===== src/verilog/armExecPkg.sv =====
package armExecPkg;

    localparam int dataWidth = 32;  // Operand and result width

    // ARM data-processing opcode field, bits 24 to 21
    typedef enum logic [3:0] {
        opAnd = 4'd0,
        opEor = 4'd1,
        opSub = 4'd2,
        opRsb = 4'd3,
        opAdd = 4'd4,
        opAdc = 4'd5,
        opSbc = 4'd6,
        opRsc = 4'd7,
        opTst = 4'd8,
        opTeq = 4'd9,
        opCmp = 4'd10,
        opCmn = 4'd11,
        opOrr = 4'd12,
        opMov = 4'd13,
        opBic = 4'd14,
        opMvn = 4'd15
    } opcode_t;

    typedef enum logic [2:0] {
        aluAnd   = 3'd0,  // Bitwise and
        aluXor   = 3'd1,  // Bitwise exclusive or
        aluSum   = 3'd2,  // Adder path
        aluOr    = 3'd3,  // Bitwise or
        aluPassB = 3'd4   // Single input move
    } aluOp_t;

    typedef struct packed {
        opcode_t                opcode;
        logic                   setFlags;   // S bit
        logic                   immediate;  // Operand B from imm8
        logic [3:0]             rotate;     // Rotate right by twice this
        logic [7:0]             imm8;
        logic [3:0]             rd;
        logic [dataWidth-1:0]   opA;
        logic [dataWidth-1:0]   opB;        // Register operand B
    } instrPacket_t;

    typedef struct packed {
        opcode_t                opcode;
        logic                   setFlags;
        logic [3:0]             rd;
        logic [dataWidth-1:0]   opA;
        logic [dataWidth-1:0]   opB;        // Already resolved
    } execPacket_t;

    typedef struct packed {
        aluOp_t aluOp;
        logic   invertB;        // Complement second operand
        logic   reverseInputs;  // Swap A and B
        logic   carryIn;
    } aluCtrl_t;

    typedef struct packed {
        logic n;
        logic z;
        logic c;
        logic v;
    } flags_t;

    typedef struct packed {
        logic writeNz;  // Update N and Z
        logic writeCv;  // Update C and V
        logic noWrite;  // Destination untouched
    } flagWrite_t;

    typedef struct packed {
        logic [3:0]             rd;
        logic [dataWidth-1:0]   data;
        logic                   regWrite;
    } resultPacket_t;

endpackage


===== src/verilog/aluDecoder.sv =====
`timescale 1ns/1ps

module aluDecoder (
    input  armExecPkg::opcode_t     opcode,
    input  logic                    setFlags,
    input  logic                    carryFlag,  // Current C for ADC style ops
    output armExecPkg::aluCtrl_t    ctrl,
    output armExecPkg::flagWrite_t  flagWrite
);

    logic isArith;    // Opcode uses the adder
    logic isCompare;  // TST TEQ CMP CMN

    always_comb begin
        ctrl.aluOp         = armExecPkg::aluSum;  // Adder unless told otherwise
        ctrl.invertB       = 1'b0;
        ctrl.reverseInputs = 1'b0;
        ctrl.carryIn       = 1'b0;
        isArith            = 1'b0;
        isCompare          = 1'b0;
        case (opcode)
            armExecPkg::opAnd: ctrl.aluOp = armExecPkg::aluAnd;
            armExecPkg::opEor: ctrl.aluOp = armExecPkg::aluXor;
            armExecPkg::opSub: begin
                ctrl.invertB = 1'b1;  // A + ~B + 1
                ctrl.carryIn = 1'b1;
                isArith      = 1'b1;
            end
            armExecPkg::opRsb: begin
                ctrl.invertB       = 1'b1;
                ctrl.reverseInputs = 1'b1;  // B - A
                ctrl.carryIn       = 1'b1;
                isArith            = 1'b1;
            end
            armExecPkg::opAdd: isArith = 1'b1;
            armExecPkg::opAdc: begin
                ctrl.carryIn = carryFlag;
                isArith      = 1'b1;
            end
            armExecPkg::opSbc: begin
                ctrl.invertB = 1'b1;
                ctrl.carryIn = carryFlag;  // Borrow is not C
                isArith      = 1'b1;
            end
            armExecPkg::opRsc: begin
                ctrl.invertB       = 1'b1;
                ctrl.reverseInputs = 1'b1;
                ctrl.carryIn       = carryFlag;
                isArith            = 1'b1;
            end
            armExecPkg::opTst: begin
                ctrl.aluOp = armExecPkg::aluAnd;  // AND without write
                isCompare  = 1'b1;
            end
            armExecPkg::opTeq: begin
                ctrl.aluOp = armExecPkg::aluXor;
                isCompare  = 1'b1;
            end
            armExecPkg::opCmp: begin
                ctrl.invertB = 1'b1;  // SUB without write
                ctrl.carryIn = 1'b1;
                isArith      = 1'b1;
                isCompare    = 1'b1;
            end
            armExecPkg::opCmn: begin
                isArith   = 1'b1;  // ADD without write
                isCompare = 1'b1;
            end
            armExecPkg::opOrr: ctrl.aluOp = armExecPkg::aluOr;
            armExecPkg::opMov: ctrl.aluOp = armExecPkg::aluPassB;
            armExecPkg::opBic: begin
                ctrl.aluOp   = armExecPkg::aluAnd;  // A & ~B
                ctrl.invertB = 1'b1;
            end
            armExecPkg::opMvn: begin
                ctrl.aluOp   = armExecPkg::aluPassB;  // ~B
                ctrl.invertB = 1'b1;
            end
            default: ctrl.aluOp = armExecPkg::aluSum;
        endcase

        // Compares set flags whatever the S bit says
        flagWrite.writeNz = setFlags | isCompare;
        flagWrite.writeCv = (setFlags | isCompare) & isArith;  // Logic ops keep C and V
        flagWrite.noWrite = isCompare;
    end

endmodule


===== src/verilog/dataAlu.sv =====
`timescale 1ns/1ps

module dataAlu (
    input  logic [armExecPkg::dataWidth-1:0] a,
    input  logic [armExecPkg::dataWidth-1:0] b,
    input  armExecPkg::aluCtrl_t             ctrl,
    output logic [armExecPkg::dataWidth-1:0] y,
    output logic                             carryOut,
    output logic                             overflow
);

    logic [armExecPkg::dataWidth-1:0] aSel;  // After optional swap
    logic [armExecPkg::dataWidth-1:0] bSel;
    logic [armExecPkg::dataWidth-1:0] bOp;   // After optional invert
    logic [armExecPkg::dataWidth:0]   sum;   // Extra bit holds carry

    // Reverse subtract just swaps the inputs
    assign aSel = ctrl.reverseInputs ? b : a;
    assign bSel = ctrl.reverseInputs ? a : b;
    assign bOp  = ctrl.invertB ? ~bSel : bSel;

    assign sum = {1'b0, aSel} + {1'b0, bOp}
               + {{armExecPkg::dataWidth{1'b0}}, ctrl.carryIn};

    assign carryOut = sum[armExecPkg::dataWidth];  // Not borrow for subtracts

    // Same sign inputs and a sign flip in the sum
    assign overflow = (aSel[armExecPkg::dataWidth-1] == bOp[armExecPkg::dataWidth-1])
                    & (sum[armExecPkg::dataWidth-1] != aSel[armExecPkg::dataWidth-1]);

    always_comb begin
        case (ctrl.aluOp)
            armExecPkg::aluAnd:   y = aSel & bOp;  // AND TST BIC
            armExecPkg::aluXor:   y = aSel ^ bOp;  // EOR TEQ
            armExecPkg::aluSum:   y = sum[armExecPkg::dataWidth-1:0];
            armExecPkg::aluOr:    y = aSel | bOp;  // ORR
            armExecPkg::aluPassB: y = bOp;         // MOV MVN
            default:              y = sum[armExecPkg::dataWidth-1:0];
        endcase
    end

endmodule


===== src/verilog/flagRegister.sv =====
`timescale 1ns/1ps

module flagRegister (
    input  logic                             clk,
    input  logic                             arstN,
    input  logic                             update,     // Instruction in execute
    input  armExecPkg::flagWrite_t           flagWrite,
    input  logic [armExecPkg::dataWidth-1:0] result,
    input  logic                             carryOut,
    input  logic                             overflow,
    output armExecPkg::flags_t               flags
);

    always_ff @(posedge clk or negedge arstN) begin
        if (!arstN) begin
            flags <= '0;
        end else if (update) begin
            if (flagWrite.writeNz) begin
                flags.n <= result[armExecPkg::dataWidth-1];  // Sign bit
                flags.z <= (result == '0);
            end
            if (flagWrite.writeCv) begin
                flags.c <= carryOut;
                flags.v <= overflow;
            end
        end
    end

    // Decoder never updates C and V alone
    cvImpliesNz: assert property (
        @(posedge clk) disable iff (!arstN)
        (update && flagWrite.writeCv) |-> flagWrite.writeNz
    ) else $error("flagRegister: writeCv without writeNz");

    // Flags stay known once out of reset
    flagsKnown: assert property (
        @(posedge clk) disable iff (!arstN)
        !$isunknown(flags)
    ) else $error("flagRegister: unknown flags %h", flags);

endmodule


===== src/verilog/operandStage.sv =====
`timescale 1ns/1ps

module operandStage (
    input  logic                     clk,
    input  logic                     arstN,
    input  logic                     instrValid,  // One cycle strobe
    input  armExecPkg::instrPacket_t instr,
    output logic                     execValid,
    output armExecPkg::execPacket_t  exec
);

    logic [armExecPkg::dataWidth-1:0]   immWord;      // imm8 zero extended
    logic [2*armExecPkg::dataWidth-1:0] immPair;      // Doubled word for rotate
    logic [4:0]                         rotAmount;    // Twice the rotate field
    logic [armExecPkg::dataWidth-1:0]   opBResolved;

    assign immWord   = {{(armExecPkg::dataWidth-8){1'b0}}, instr.imm8};
    assign rotAmount = {instr.rotate, 1'b0};
    assign immPair   = {immWord, immWord} >> rotAmount;  // Low half is the rotate right

    assign opBResolved = instr.immediate ? immPair[armExecPkg::dataWidth-1:0] : instr.opB;

    always_ff @(posedge clk or negedge arstN) begin
        if (!arstN) begin
            execValid <= 1'b0;
        end else begin
            execValid <= instrValid;
        end
    end

    // Payload holds until the next strobe
    always_ff @(posedge clk) begin
        if (instrValid) begin
            exec.opcode   <= instr.opcode;
            exec.setFlags <= instr.setFlags;
            exec.rd       <= instr.rd;
            exec.opA      <= instr.opA;
            exec.opB      <= opBResolved;
        end
    end

    instrKnown: assert property (
        @(posedge clk) disable iff (!arstN)
        instrValid |-> !$isunknown(instr)
    ) else $error("operandStage: unknown bits in instr %h", instr);

endmodule


===== src/verilog/executeStage.sv =====
`timescale 1ns/1ps

module executeStage (
    input  logic                      clk,
    input  logic                      arstN,
    input  logic                      execValid,
    input  armExecPkg::execPacket_t   exec,
    output logic                      resultValid,
    output armExecPkg::resultPacket_t result,
    output armExecPkg::flags_t        flags
);

    armExecPkg::aluCtrl_t             aluCtrl;
    armExecPkg::flagWrite_t           flagWrite;
    logic [armExecPkg::dataWidth-1:0] aluY;
    logic                             aluCarry;
    logic                             aluOverflow;

    aluDecoder aluDecoder_i (
        .opcode    (exec.opcode),
        .setFlags  (exec.setFlags),
        .carryFlag (flags.c),  // Written by the instruction just ahead
        .ctrl      (aluCtrl),
        .flagWrite (flagWrite)
    );

    dataAlu dataAlu_i (
        .a        (exec.opA),
        .b        (exec.opB),
        .ctrl     (aluCtrl),
        .y        (aluY),
        .carryOut (aluCarry),
        .overflow (aluOverflow)
    );

    // Flags move on the same edge as the result register
    flagRegister flagRegister_i (
        .clk       (clk),
        .arstN     (arstN),
        .update    (execValid),
        .flagWrite (flagWrite),
        .result    (aluY),
        .carryOut  (aluCarry),
        .overflow  (aluOverflow),
        .flags     (flags)
    );

    always_ff @(posedge clk or negedge arstN) begin
        if (!arstN) begin
            resultValid <= 1'b0;
        end else begin
            resultValid <= execValid;
        end
    end

    always_ff @(posedge clk) begin
        if (execValid) begin
            result.rd       <= exec.rd;
            result.data     <= aluY;
            result.regWrite <= !flagWrite.noWrite;  // Compares leave rd alone
        end
    end

endmodule


===== src/verilog/execUnit.sv =====
`timescale 1ns/1ps

module execUnit (
    input  logic                      clk,
    input  logic                      arstN,
    input  logic                      instrValid,
    input  armExecPkg::instrPacket_t  instr,
    output logic                      resultValid,
    output armExecPkg::resultPacket_t result,
    output armExecPkg::flags_t        flags
);

    logic                    execValid;  // Stage one to stage two strobe
    armExecPkg::execPacket_t exec;       // Operand B already resolved

    operandStage operandStage_i (
        .clk        (clk),
        .arstN      (arstN),
        .instrValid (instrValid),
        .instr      (instr),
        .execValid  (execValid),
        .exec       (exec)
    );

    executeStage executeStage_i (
        .clk         (clk),
        .arstN       (arstN),
        .execValid   (execValid),
        .exec        (exec),
        .resultValid (resultValid),
        .result      (result),
        .flags       (flags)
    );

endmodule


===== config.mk =====
export PLATFORM = sky130hd
export DESIGN_NAME = execUnit
export DESIGN_NICKNAME = d
export VERILOG_FILES = /design/src/verilog/armExecPkg.sv /design/src/verilog/aluDecoder.sv /design/src/verilog/dataAlu.sv /design/src/verilog/flagRegister.sv /design/src/verilog/operandStage.sv /design/src/verilog/executeStage.sv /design/src/verilog/execUnit.sv
export SDC_FILE = /design/constraint.sdc
export NUM_CORES = 1
export LEC_CHECK = 0
export BUFFER_PORTS_ARGS = -buffer_cell sky130_fd_sc_hd__buf_2
export CORE_AREA = 2 2 159 161
export DETAILED_ROUTE_END_ITERATION = 16
export DIE_AREA = 0 0 161 163
export SLEW_MARGIN = 5
export SYNTH_ARGS = -nofsm -noshare
export SYNTH_HDL_FRONTEND = slang
export SYNTH_SLANG_ARGS = --single-unit

===== constraint.sdc =====
create_clock -name clk -period 7.6 [get_ports clk]
set_clock_uncertainty 0.05 [all_clocks]
set_input_delay 0.76 -clock clk [delete_from_list [all_inputs] [get_ports clk]]
set_output_delay 0.76 -clock clk [all_outputs]
set_load 0.005 [all_outputs]

==> metrics <==
H-Tree Depth=4; Post-synth EDFFs=110; num rows=58; crit path max fanout=32; total wire length=25.4 mm; placer congestion estimate=0.915; Worst setup SP type=flop; # setup viols final=0; worst rel slew slack=0.382; Leak=0.00455 uW; Nets=1177; register area share after synthesis=0.385; most frequent cells in the layout=buf_2 (129), edfxtp_1 (110), inv_1 (78), ha_1 (64), a21oi_1 (62); adder-cell share of the synthesized area=0.0937; Peak VDD IR=134 uV; Compound-Gate Fraction of Synth Area=0.208; yosys warns=0; post-synthesis mux area share=0.0944; RSZ-0062 raised after global routing=no; first-pass GRT wire length=39.9 mm; Final Max Slew Viols=0; register area=3450 um^2; Post-CTS Setup Repair Bufs=0; Die Area=26200 um^2; crit path capture type=flop; clk buf depth=2; vias in the first global route=6994; period utilization=0.734; asr flop ratio synth=0.0517; Clock Pin Slew Worst Setup and Hold Paths=0.06 ns; antenna diode count=0; CTS tree=done; placed cell count=1333; gr ovfl total=0; Mapped Area=8980 um^2; setup TNS=0 ns; layout cells sized above 1=0.207; post-DR vias/cell=5.40; Post-DRT Antenna Nets=0; Post-synth top flop=edfxtp_1; die height=163 um; number of port buffers=130; XOR/XNOR share of the synthesized area=0.0595; Initial Util=0.364; Post-Synth Simple-Gate Area=0.103; clock sinks=116; die width=161 um; main combinational cell family by area after synthesis=compound AO/OA/AOI/OAI gates; Distinct cells, synth=66; initial antenna violation count=0; drt initial violations=635; leading cell type in the layout, fill and taps excluded=buf_2; Final Hold Viols=0; Slew @ Worst Pin=0.926 ns; syn avg cell area=9.78 um^2; #FFs+latches synth=116; HPWL Detailed=19.3 mm; worst path required time=7.91 ns; clk_lat worst skew=0.42 ns; drc violations=0; min Tclk post-route=5.58 ns; Syn Inst Count=918; Critical Path AT=5.89 ns; CTS root buffer=clkbuf_16; Boundary Pins=131; R2R Setup Slk=2.02 ns; WS Path Type=reg -> reg; 1st-pass router iterations=6; max-cap viol count=0; Tightest Hold Check Type=in -> async; CTS Buf Count=17; routed length per instance=18.6 um; final cell count without fillers=1365; Fill cells=2476; CTS Hold Buffers Added=0; gr usage total=0.197; largest net degree at the start of global routing=75; status=finished, final reports clean; core area=24700 um^2; Mapped Nets=1073; vias post-DR=7374; Resized cells post-CTS=0; Max Freq=179 MHz; area added between synthesis and finish=17.5%; area taken by multi-input logic gates=5040 um^2; power per cell area=265 nW/um^2
[cells by family after synthesis]
| family | after synthesis |
|---|---|
| compound gates | 274 |
| mux | 80 |
| fa+ha+maj | 66 |
| xor+xnor | 61 |
| simple gates | 190 |
| flops | 116 |
| buf+inv | 131 |
[worst max-delay path: stages (launching register included)]
cell	delay, ns
edfxtp_1	0.59
nand2b_1	0.31
o21ai_4	0.15
buf_4	0.45
xor2_1	0.22
fa_1	0.50
fa_1	0.48
a21o_1	0.24
and4_1	0.27
o211ai_1	0.33
nand3_1	0.13
a21oi_1	0.19
xnor2_1	0.10
a2111o_1	0.40
or4_1	0.49
nor4_1	0.38
nand4b_1	0.14
nand2_1	0.09
[registers in the layout, summed over array words and instances, names as in the netlist]
signal and flops:
executeStage_i.flagRegister_i.flags 4, operandStage_i.execValid 1, operandStage_i.exec 73, executeStage_i.result 37, executeStage_i.resultValid 1
[cell usage after synthesis (all sizes together) (3+ instances only)]
| master | number | area (um^2) |
|---|---|---|
| a21o | 9 | 67.6 |
| o211ai | 9 | 67.6 |
| o31ai | 6 | 45.0 |
| a2111oi | 3 | 26.3 |
| buf | 17 | 81.3 |
| nand3b | 3 | 22.5 |
| nand4 | 7 | 43.8 |
| or2 | 3 | 18.8 |
| ha | 64 | 801 |
| mux2 | 37 | 417 |
| a22oi | 6 | 45.0 |
| clkbuf | 36 | 135 |
| or3 | 8 | 50.1 |
| a221oi | 16 | 146 |
| mux2i | 43 | 430 |
| and2 | 3 | 18.8 |
| xnor2 | 28 | 245 |
| a22o | 5 | 43.8 |
| o221ai | 8 | 70.1 |
| nand2b | 6 | 37.5 |
| dfrtp | 6 | 150 |
| and3 | 6 | 37.5 |
| o2bb2ai | 22 | 193 |
| o22ai | 6 | 37.5 |
| o31a | 4 | 35.0 |
| a32oi | 3 | 26.3 |
| nand2 | 56 | 210 |
| nor4 | 4 | 25.0 |
| xor2 | 33 | 289 |
| a211oi | 8 | 60.1 |
| nor2 | 44 | 165 |
| o21bai | 6 | 45.0 |
| nor3 | 17 | 85.1 |
| a21oi | 63 | 315 |
| a31oi | 6 | 37.5 |
| o21ai | 58 | 290 |
| a221o | 7 | 70.1 |
| edfxtp | 110 | 3300 |
| inv | 78 | 293 |
| nor2b | 12 | 75.1 |
| nand3 | 12 | 60.1 |
| o21a | 12 | 90.1 |
[metrics by stage]
step	setup slack, ns	cell area, um^2	hold WS, ns	util	power, uW
CTS	2.04	10500	0.0980	0.427	2800
floorplan	1.86	8980	0.350	-	1600
finish	2.02	10500	0.109	0.427	2790
global placement	2.07	9920	0.352	0.402	1910
detailed placement	2.07	9920	0.355	0.402	1920
global route	1.68	10500	0.104	0.427	2970
[final timing paths]
check / to / depth (start not counted) / startpoint
max: executeStage_i.flagRegister_i.flags[2]$_DFFE_PN0P_ / 17 / operandStage_i.exec[71]$_DFFE_PP_
min: executeStage_i.flagRegister_i.flags[0]$_DFFE_PN0P_ / 1 / arstN
max reg2reg: executeStage_i.flagRegister_i.flags[2]$_DFFE_PN0P_ / 17 / operandStage_i.exec[71]$_DFFE_PP_
min reg2reg: executeStage_i.result[33]$_DFFE_PP_ / 0 / operandStage_i.exec[64]$_DFFE_PP_
max in group asynchronous: operandStage_i.execValid$_DFF_PN0_ / 1 / arstN
min in group clk: executeStage_i.result[33]$_DFFE_PP_ / 0 / operandStage_i.exec[64]$_DFFE_PP_
[area by class of cell]
class	count	area share
well taps	330	0.0391
inverters	78	0.0278
clock buffers	23	0.0453
flip-flops and latches	116	0.328
multi-input cells	671	0.478
clock inverters	9	0.0145
repair buffers	138	0.0676
[metal layers]
layer | track usage | part of all wire | wire, um
met3 | 0.0290 | 0.064 | 1620
met2 | 0.286 | 0.42 | 10800
met1 | 0.297 | 0.50 | 12600
met4 | 0.0641 | 0.015 | 380
met5 | 0 | 0 | 0
[power breakdown]
part / total, uW / leakage, uW / switching (uW) / internal, uW
registers: 870 / 0.00114 / 49.4 / 821
clock network: 867 / 0.000311 / 293 / 574
logic: 1050 / 0.00309 / 634 / 420
Note: power is estimated with default switching activity, not from simulation.
